File: src/verilog/seq_consts.svh
`ifndef SEQ_CONSTS_SVH
`define SEQ_CONSTS_SVH

// Register bus widths.
`define SEQ_ADDR_W 16
`define SEQ_DATA_W 32

`define SEQ_NUM_CH 4

// Address map.
`define SEQ_CTRL_ADDR 8'h20
`define SEQ_RATE_ADDR 8'h21
`define SEQ_CH_BASE 8'h22
`define SEQ_CH_STRIDE 3

// Sequencer clock in Hz.
`define SEQ_CLOCKRATE 25000000

`endif

File: src/verilog/seq_reg_pkg.sv
`include "seq_consts.svh"

package seq_reg_pkg;

	typedef logic [`SEQ_ADDR_W-1:0] addr_t;
	typedef logic [`SEQ_DATA_W-1:0] data_t;

	// Global control word, run in bit 0.
	typedef struct packed {
		logic [29:0] spare;
		logic soft_reset;
		logic run;
	} ctrl_t;

endpackage

File: src/verilog/seq_chan_pkg.sv
`include "seq_consts.svh"

package seq_chan_pkg;

	// Cycles per phase, minus one.
	typedef logic [`SEQ_DATA_W-1:0] count_t;

	typedef struct packed {
		logic [29:0] spare;
		logic initial_level;
		logic enable;
	} chan_cfg_t;

endpackage

File: src/verilog/seq_register.sv
`include "seq_consts.svh"

module seq_register #(
	parameter seq_reg_pkg::addr_t ADDR = '0,
	parameter type value_t = seq_reg_pkg::data_t,
	parameter value_t RESET_VALUE = '0
) (
	input  logic               clk,
	input  logic               reset,
	input  seq_reg_pkg::addr_t reg_addr,
	input  seq_reg_pkg::data_t reg_wdata,
	input  logic               reg_wr,
	input  logic               reg_rd,
	output value_t             value
);

	logic hit;

	assign hit = reg_wr && (reg_addr == ADDR);

	always_ff @(posedge clk)
	begin
		if (reset)
		begin
			value <= RESET_VALUE;
		end
		else if (hit)
		begin
			value <= value_t'(reg_wdata); // Visible next cycle.
		end
	end

	// The host issues one access per cycle.
	assert property (@(posedge clk) disable iff (reset) !(reg_wr && reg_rd))
		else $error("reg_wr and reg_rd high together");

endmodule

File: src/verilog/seq_control.sv
`include "seq_consts.svh"

module seq_control (
	input  logic               clk,
	input  logic               reset,
	input  seq_reg_pkg::addr_t reg_addr,
	input  seq_reg_pkg::data_t reg_wdata,
	input  logic               reg_wr,
	input  logic               reg_rd,
	output logic               run,
	output logic               soft_reset,
	output logic               rd_hit,
	output seq_reg_pkg::data_t rd_data
);

	localparam seq_reg_pkg::addr_t CTRL_ADDR = seq_reg_pkg::addr_t'(`SEQ_CTRL_ADDR);
	localparam seq_reg_pkg::addr_t RATE_ADDR = seq_reg_pkg::addr_t'(`SEQ_RATE_ADDR);

	seq_reg_pkg::ctrl_t ctrl;

	seq_register #(
		.ADDR(CTRL_ADDR),
		.value_t(seq_reg_pkg::ctrl_t),
		.RESET_VALUE('0)
	) ctrl_reg (
		.clk(clk),
		.reset(reset),
		.reg_addr(reg_addr),
		.reg_wdata(reg_wdata),
		.reg_wr(reg_wr),
		.reg_rd(reg_rd),
		.value(ctrl)
	);

	assign run = ctrl.run;
	assign soft_reset = ctrl.soft_reset;

	// The clock rate is constant and ignores writes.
	always_comb
	begin
		rd_hit = 1'b1;
		case (reg_addr)
			CTRL_ADDR:
			begin
				rd_data = seq_reg_pkg::data_t'(ctrl);
			end
			RATE_ADDR:
			begin
				rd_data = seq_reg_pkg::data_t'(`SEQ_CLOCKRATE);
			end
			default:
			begin
				rd_hit = 1'b0;
				rd_data = '0;
			end
		endcase
	end

endmodule

File: src/verilog/seq_channel.sv
`include "seq_consts.svh"

module seq_channel #(
	parameter seq_reg_pkg::addr_t BASE = seq_reg_pkg::addr_t'(`SEQ_CH_BASE)
) (
	input  logic               clk,
	input  logic               reset,
	input  logic               run,
	input  logic               soft_reset,
	input  seq_reg_pkg::addr_t reg_addr,
	input  seq_reg_pkg::data_t reg_wdata,
	input  logic               reg_wr,
	output logic               out,
	output logic               rd_hit,
	output seq_reg_pkg::data_t rd_data
);

	localparam seq_reg_pkg::addr_t CFG_ADDR = BASE;
	localparam seq_reg_pkg::addr_t LOW_ADDR = BASE + 1;
	localparam seq_reg_pkg::addr_t HIGH_ADDR = BASE + 2;

	seq_chan_pkg::chan_cfg_t cfg;
	seq_chan_pkg::count_t low_count;
	seq_chan_pkg::count_t high_count;
	seq_chan_pkg::count_t counter;
	logic advance;

	seq_register #(
		.ADDR(CFG_ADDR),
		.value_t(seq_chan_pkg::chan_cfg_t),
		.RESET_VALUE('0)
	) cfg_reg (
		.clk(clk),
		.reset(reset),
		.reg_addr(reg_addr),
		.reg_wdata(reg_wdata),
		.reg_wr(reg_wr),
		.reg_rd(1'b0),
		.value(cfg)
	);

	seq_register #(
		.ADDR(LOW_ADDR),
		.value_t(seq_chan_pkg::count_t),
		.RESET_VALUE('0)
	) low_count_reg (
		.clk(clk),
		.reset(reset),
		.reg_addr(reg_addr),
		.reg_wdata(reg_wdata),
		.reg_wr(reg_wr),
		.reg_rd(1'b0),
		.value(low_count)
	);

	seq_register #(
		.ADDR(HIGH_ADDR),
		.value_t(seq_chan_pkg::count_t),
		.RESET_VALUE('0)
	) high_count_reg (
		.clk(clk),
		.reset(reset),
		.reg_addr(reg_addr),
		.reg_wdata(reg_wdata),
		.reg_wr(reg_wr),
		.reg_rd(1'b0),
		.value(high_count)
	);

	assign advance = run && cfg.enable; // Stands in for a gated clock.

	always_ff @(posedge clk)
	begin
		if (reset)
		begin
			out <= 1'b0;
			counter <= '0;
		end
		else if (advance)
		begin
			if (soft_reset)
			begin
				out <= cfg.initial_level;
				counter <= cfg.initial_level ? high_count : low_count;
			end
			else if (counter != '0)
			begin
				counter <= counter - 1'b1;
			end
			else
			begin
				out <= !out;
				counter <= out ? low_count : high_count; // Count of the new level.
			end
		end
	end

	always_comb
	begin
		rd_hit = 1'b1;
		case (reg_addr)
			CFG_ADDR:  rd_data = seq_reg_pkg::data_t'(cfg);
			LOW_ADDR:  rd_data = low_count;
			HIGH_ADDR: rd_data = high_count;
			default:
			begin
				rd_hit = 1'b0;
				rd_data = '0;
			end
		endcase
	end

	assert property (@(posedge clk) disable iff (reset) !advance |=> $stable(out))
		else $error("channel output moved while frozen");

endmodule

File: src/verilog/seq_readback.sv
`include "seq_consts.svh"

module seq_readback (
	input  logic                  clk,
	input  logic                  reset,
	input  logic                  reg_rd,
	input  logic                  ctrl_hit,
	input  seq_reg_pkg::data_t    ctrl_data,
	input  logic [`SEQ_NUM_CH-1:0] ch_hit,
	input  seq_reg_pkg::data_t    ch_data [`SEQ_NUM_CH],
	output seq_reg_pkg::data_t    reg_rdata,
	output logic                  reg_rvalid
);

	seq_reg_pkg::data_t sel_data;

	// Unmapped addresses read as zero.
	always_comb
	begin
		sel_data = '0;
		if (ctrl_hit)
		begin
			sel_data = ctrl_data;
		end
		for (int i = 0; i < `SEQ_NUM_CH; i++)
		begin
			if (ch_hit[i])
			begin
				sel_data = ch_data[i];
			end
		end
	end

	always_ff @(posedge clk)
	begin
		if (reset)
		begin
			reg_rvalid <= 1'b0;
			reg_rdata <= '0;
		end
		else
		begin
			reg_rvalid <= reg_rd; // One cycle after the strobe.
			if (reg_rd)
			begin
				reg_rdata <= sel_data;
			end
		end
	end

	// Address map has no overlaps between blocks.
	assert property (@(posedge clk) disable iff (reset) $onehot0({ctrl_hit, ch_hit}))
		else $error("overlapping read hits");

endmodule

File: src/verilog/sequencer.sv
`include "seq_consts.svh"

module sequencer (
	input  logic                  clk,
	input  logic                  reset,
	input  seq_reg_pkg::addr_t    reg_addr,
	input  seq_reg_pkg::data_t    reg_wdata,
	input  logic                  reg_wr,
	input  logic                  reg_rd,
	output seq_reg_pkg::data_t    reg_rdata,
	output logic                  reg_rvalid,
	output logic [`SEQ_NUM_CH-1:0] outputs
);

	logic run;
	logic soft_reset;
	logic ctrl_hit;
	seq_reg_pkg::data_t ctrl_data;
	logic [`SEQ_NUM_CH-1:0] ch_hit;
	seq_reg_pkg::data_t ch_data [`SEQ_NUM_CH];

	seq_control control (
		.clk(clk),
		.reset(reset),
		.reg_addr(reg_addr),
		.reg_wdata(reg_wdata),
		.reg_wr(reg_wr),
		.reg_rd(reg_rd),
		.run(run),
		.soft_reset(soft_reset),
		.rd_hit(ctrl_hit),
		.rd_data(ctrl_data)
	);

	// Channel i owns three consecutive addresses.
	for (genvar i = 0; i < `SEQ_NUM_CH; i++)
	begin : g_ch
		seq_channel #(
			.BASE(seq_reg_pkg::addr_t'(`SEQ_CH_BASE + i * `SEQ_CH_STRIDE))
		) channel (
			.clk(clk),
			.reset(reset),
			.run(run),
			.soft_reset(soft_reset),
			.reg_addr(reg_addr),
			.reg_wdata(reg_wdata),
			.reg_wr(reg_wr),
			.out(outputs[i]),
			.rd_hit(ch_hit[i]),
			.rd_data(ch_data[i])
		);
	end

	seq_readback readback (
		.clk(clk),
		.reset(reset),
		.reg_rd(reg_rd),
		.ctrl_hit(ctrl_hit),
		.ctrl_data(ctrl_data),
		.ch_hit(ch_hit),
		.ch_data(ch_data),
		.reg_rdata(reg_rdata),
		.reg_rvalid(reg_rvalid)
	);

endmodule

File: config.mk
export PLATFORM = sky130hd
export DESIGN_NAME = sequencer
export DESIGN_NICKNAME = d
export VERILOG_FILES = /design/src/verilog/seq_reg_pkg.sv /design/src/verilog/seq_chan_pkg.sv /design/src/verilog/seq_register.sv /design/src/verilog/seq_control.sv /design/src/verilog/seq_channel.sv /design/src/verilog/seq_readback.sv /design/src/verilog/sequencer.sv
export VERILOG_INCLUDE_DIRS = /design/src /design/src/verilog
export SDC_FILE = /design/constraint.sdc
export NUM_CORES = 2
export LEC_CHECK = 0
export ABC_AREA = 1
export BUFFER_PORTS_ARGS = -buffer_cell sky130_fd_sc_hd__buf_2
export CORE_ASPECT_RATIO = 1.5
export CORE_MARGIN = 1
export CORE_UTILIZATION = 25
export CTS_CLUSTER_DIAMETER = 150
export DETAILED_ROUTE_END_ITERATION = 10
export HOLD_SLACK_MARGIN = 0.12
export SYNTH_ARGS = -nofsm -noshare
export SYNTH_HDL_FRONTEND = slang
export SYNTH_SLANG_ARGS = --single-unit
export TNS_END_PERCENT = 50
File: constraint.sdc
create_clock -name clk -period 3.9 [get_ports clk]
set_input_delay 0.975 -clock clk [delete_from_list [all_inputs] [get_ports clk]]
set_output_delay 0.975 -clock clk [all_outputs]
set_load 0.005 [all_outputs]
# Yosys cells after proc, flatten, opt, wreduce, memory -nomap -nowiden
# Index checks and enable logic that the tools add are counted.
# Widths: inputs -> output; s select.
dict set report op_classes {
  add_sub_neg 4
  eq_ne 18
  n_mux 39
  n_reduce_logical 34
}
# operator n
set op_table {}
lappend op_table {{$mux 32} 21}
lappend op_table {{$pmux 32 s3} 4}
lappend op_table {{$eq 16x6->1 const B} 14}
lappend op_table {{$reduce_bool 32->1} 4}
lappend op_table {{$sub 32x1->32 const B} 4}
lappend op_table {{$pmux 32 s2} 1}
lappend op_table {{$logic_and 1x1->1} 17}
lappend op_table {{$mux 1} 13}
lappend op_table {{$reduce_or 3->1} 4}
lappend op_table {{$ne 2x2->1 const B} 4}
lappend op_table {{$reduce_and 2->1} 4}
lappend op_table {{$logic_not 1->1} 4}
lappend op_table {{$reduce_or 2->1} 1}
dict set report totals {
  reg_bits 581
  inputBits 52
  output_inout_bits 37
  word_cells 128
}

# Longest topological paths before layout
dict set report logic_depth {
  depth_word 8
  depth_mapped 16
  ltp_nobuf 15
}

# Modules after synthesis
# A second synthesis with hierarchy kept.
dict set report unflattened {
  hier_cells 7554
  area_unflattened_um2 43192.7
}
# mod instances cells_each area_per_inst_um2 seq_area_each_um2
set modules_own_cells {}
lappend modules_own_cells {{seq_register at g_ch[1].channel.cfg_reg ...} 4 290 1732.9 640.6}
lappend modules_own_cells {{seq_channel at g_ch[2].channel} 1 828 4304.1 660.6}
lappend modules_own_cells {{seq_channel at g_ch[1].channel} 1 803 4287.9 660.6}
lappend modules_own_cells {{seq_channel at g_ch[0].channel} 1 782 4245.3 660.6}
lappend modules_own_cells {{seq_channel at g_ch[3].channel} 1 797 4237.8 660.6}
lappend modules_own_cells {{seq_register at g_ch[0].channel.high_count_reg ...} 2 289 1747.9 640.6}
lappend modules_own_cells {{seq_register at g_ch[1].channel.high_count_reg ...} 2 289 1729.2 640.6}
lappend modules_own_cells {seq_readback 1 494 3044.2 660.6}
lappend modules_own_cells {{seq_register at control.ctrl_reg} 1 289 1750.4 640.6}
lappend modules_own_cells {{seq_register at g_ch[0].channel.low_count_reg} 1 289 1749.2 640.6}
lappend modules_own_cells {{seq_register at g_ch[0].channel.cfg_reg} 1 290 1745.4 640.6}
lappend modules_own_cells {{seq_register at g_ch[3].channel.low_count_reg} 1 288 1744.2 640.6}
lappend modules_own_cells {{seq_register at g_ch[3].channel.high_count_reg} 1 289 1726.7 640.6}
lappend modules_own_cells {seq_control 1 89 471.7 0.0}

# Worst setup path before layout
# No wires, ideal clock.
dict set report synth_path {
  path_kind {input to register}
  from {in reg_addr[15]}
  to {reg g_ch[0].channel.cfg_reg.value[21] (netlist name)}
  setup_time_ns 0.119
  arrival_time_ns 2.270
  t_required_ns 3.781
  setup_slack_ns 1.511
  stages 10
  path_buffers 2
  path_cell_list {nor2_1 -> nand2_1 -> nor2_8 -> buf_6 -> nand2_2 -> inv_2 -> nand2_1 -> buf_2 -> o21ai_0 -> a21oi_1}
}
dict set report synth_between {
  elab_chain_len 2
}
# item line
set synth_lines {}
lappend synth_lines {{start, declared} sequencer.sv:6} ;# input seq_reg_pkg::addr_t reg_addr,
lappend synth_lines {{$eq 16x6->1} seq_register.sv:19} ;# assign hit = reg_wr && (reg_addr == ADDR);
lappend synth_lines {{$logic_and 1x1->1} seq_register.sv:19}
lappend synth_lines {{end signal, assigned} seq_register.sv:29} ;# value <= value_t'(reg_wdata);
lappend synth_lines {{end, declared} seq_register.sv:14} ;# output value_t value
# No other way between the ends.
# A chain may end at the register's enable or synchronous reset.

# Worst setup path in the final report
dict set report layout_path {
  from {reg g_ch[3].channel.counter[25]}
  to {reg g_ch[3].channel.counter[10]}
}
dict set report layout_between {
  elab_chain_len 3
}
# item line
set layout_lines {}
lappend layout_lines {{start, declared} seq_channel.sv:25} ;# seq_chan_pkg::count_t counter;
lappend layout_lines {{start signal, assigned} seq_channel.sv:84} ;# counter <= cfg.initial_level ? high_count : low_count;
lappend layout_lines {{start signal, assigned} seq_channel.sv:88} ;# counter <= counter - 1'b1;
lappend layout_lines {{start signal, assigned} seq_channel.sv:93} ;# counter <= out ? low_count : high_count;
lappend layout_lines {{$reduce_bool 32->1} seq_channel.sv:86} ;# else if (counter != '0)
lappend layout_lines {{$mux 32} seq_channel.sv:86}
lappend layout_lines {{$mux 32} seq_channel.sv:81} ;# if (soft_reset)
# No other way between the ends.

==> results.yml <==
yosys:
  synth-edff-count: 0
  synth.area.top_cells: "dfxtp_1 37%, o21ai_0 12%, a21oi_1 12%"
  synthCells: 4930
  synth.area.mux_share_pct: 0.252
  syn_nets: 4990
  synth_xor_area_share_pct: 2.01
  synth.top_cells.by_count: "981 x nand2_1, 757 x o21ai_0, 739 x a21oi_1"
  synth_fa_ha_area_share_pct: 0.315
  synth_top_cell_area_share_pct: 36.6
  ys_seq_area_share_pct: 36.6
  synth_seq_cells: 581
  synth_compound_area_share_pct: 26.8
  synth-simple-area-share_pct: 24.1
  synth_most_common_cell: "nand2_1"
  synth_cell_types: 44
  ys_warn_count: 0
  synth-async-reset-ratio_pct: 0
  syn_area_um2: 31800
  synth_ff_type: "dfxtp_1"
  synth_top_family_by_area: "compound AO/OA/AOI/OAI gates"
  syn_avg_cell_area_um2: 6.45
  synth.largest_area_cell: "dfxtp_1"
final_layout:
  finalNetCount: 4873
  syn_to_final_growth_pct: 12.0
  layout-drive-gt1-share_pct: 7.04
sta:
  setup_viol: 0
  finalMaxSlewViolations: 0
  finalSetupTns_ns: 0
  finClkSkew_ns: 0.0409
  max_clock_freq_ghz: 0.349
  slew_headroom_pct: 24.6
  worst_slack_ns: 1.04
  period_share_pct: 73.4
  rsz0062_at_grt: "false"
  tightest_slew_ns: 1.12
  fin_crit_ns: 2.86
  hold_viol_final: 0
die:
  die_h_um: 439
  core-area_um2: 126000
  dieArea_um2: 129000
  start_util_pct: 25.3
  die_w_um: 293
  io_pins: 89
  placementRows: 159
status:
  run_status: "finished, final reports clean"
clock_tree:
  cts_root_buffer: "clkbuf_16"
  ctsHoldBuffers: 0
  cts_tree: "done"
  numCtsBuffers: 57
  postCtsSetupBuffers: 0
  cts.sink_count: 581
  clockBufferDepth: 3
  clk_latency_ns: 0.67
  post_cts_resize_count: 0
  htree_num_levels: 2
  clkTransAtPathRegs_ns: 0.08
setup_path:
  cp.arrival_ns: 3.42
  path_class: "reg2reg"
  start_kind: "flip-flop"
  cp-end-kind: "flip-flop"
  cp_max_fo: 18
  cp.required_ns: 4.46
  reg2reg_depth: 7
global_route:
  grtUsageMet1_pct: 22.7
  met3_usage_pct: 3.83
  met2_usage_pct: 36.2
  grt_max_degree: 144
  busiest_layer: "met2"
  antenna_found_initial: 10
  grt_overflow: 0
  grt_pass1_vias: 31000
  grt_use_total_pct: 20.9
  grt_pass1_wl_mm: 202
power_and_ir_drop:
  cellPowerDensity_nw_per_um2: 351
  vdd_drop_max_mv: 0.330
  p_leak_nw: 13.4
route:
  vias: 33400
  drtAntennaViolNets: 0
  drc_errors: 0
  via_per_inst: 5.09
  wl_per_cell_um: 21.2
  postRouteWirelength_mm: 139
  drtPass1Iterations: 8
  initialDrtViolationCount: 2874
placement:
  dp_slack_ns: 0.426
  portBuffers: 88
  gp_congestion: 0.986
  dpl.hpwl_mm: 102
run:
  drv_cap: 0
min_path:
  hold_class: "reg2reg"
  hold_depth: 2
==> power breakdown <==
part	switching, W	internal [W]
logic	0.000396	0.0000976
registers	0.0000199	0.00594
clock network	0.00265	0.00340
==> logic make-up after synthesis <==
family / after synthesis
adders and majority gates: 8
and+or+nand+nor: 1834
xor gates and xnor gates: 73
DFF: 581
buffers and inverters: 781
AOI/OAI and AO/OA: 1645
muxes: 8
==> layer usage <==
metal,part of all wire (%),wire (µm),vias to the layer above
met1,36,50400,15500
met2,48,66800,1287
met4,8.5,11800,10
met5,0.040,56,-
met3,7.0,9690,443
li1,-,-,16100
==> registers in the layout (all words and copies together), names as in the netlist <==
signal	cells
g_ch.channel.low_count_reg.value	128
readback.reg_rdata	32
g_ch.channel.high_count_reg.value	128
control.ctrl_reg.value	32
g_ch.channel.out	4
g_ch.channel.counter	128
g_ch.channel.cfg_reg.value	128
readback.reg_rvalid	1
==> final cells by class <==
class	instances	area, µm²
Sequential cell	581	11600
Clock inverter	26	333
Multi-Input combinational cell	3568	17000
Tap cell	1690	2110
Antenna cell	6	15.0
Timing Repair Buffer	164	1200
Clock buffer	79	1640
Fill cell	13800	89900
Inverter	441	1660
==> placed cells by master, fill, tap and decap left out, drive strengths merged, types with 4 or more instances in the layout <==
cell type,count
a21oi,739
xor2,34
inv,441
bufinv,7
nor4,4
diode,6
clkbuf,79
nand2,995
dfxtp,581
nor2,514
a221oi,11
mux2i,8
nor3,34
nand3b,12
xnor2,39
a31oi,13
o211ai,45
o21ai,770
nand3,216
a211oi,6
ha,8
buf,164
clkinvlp,4
o22ai,53
or2,5
o2111ai,4
clkinv,15
nand4,51
==> worst max-delay path, cell delays in order (launching register included) <==
cell	delay (ns)
dfxtp_1	0.41
nor2_1	0.29
nand2_1	0.16
nor2_1	0.42
nand3_1	0.80
o21ai_0	0.44
nand2_1	0.09
a21oi_1	0.15
==> metrics by stage <==
step | cells | hold slack (ns) | utilization, % | power [W] | cell area, µm²
6_report | 6555 | 0.451 | 28.4 | 0.0125 | 35600
5_1_grt | 6549 | 0.463 | 28.4 | 0.0128 | 35600
4_1_cts | 6549 | 0.451 | 28.4 | 0.0126 | 35600
3_5_place_dp | 6444 | 0.439 | 26.8 | 0.00657 | 33600
3_3_place_gp | 6444 | 0.433 | 26.8 | 0.00657 | 33600
2_1_floorplan | 4930 | 0.424 | - | 0.00631 | 31800
==> final timing paths <==
check / start / slack, ns / to
worst max register to register: g_ch[3].channel.counter[25]$_SDFFE_PP0P_ / 1.04 / g_ch[3].channel.counter[10]$_SDFFE_PP0P_
worst max-delay path: g_ch[3].channel.counter[25]$_SDFFE_PP0P_ / 1.04 / g_ch[3].channel.counter[10]$_SDFFE_PP0P_
worst min register to register: g_ch[3].channel.cfg_reg.value[18]$_SDFFE_PP0P_ / 0.45 / g_ch[3].channel.cfg_reg.value[18]$_SDFFE_PP0P_
worst min-delay path: g_ch[3].channel.cfg_reg.value[18]$_SDFFE_PP0P_ / 0.45 / g_ch[3].channel.cfg_reg.value[18]$_SDFFE_PP0P_
No activity file was read; power rests on OpenSTA's default activity.
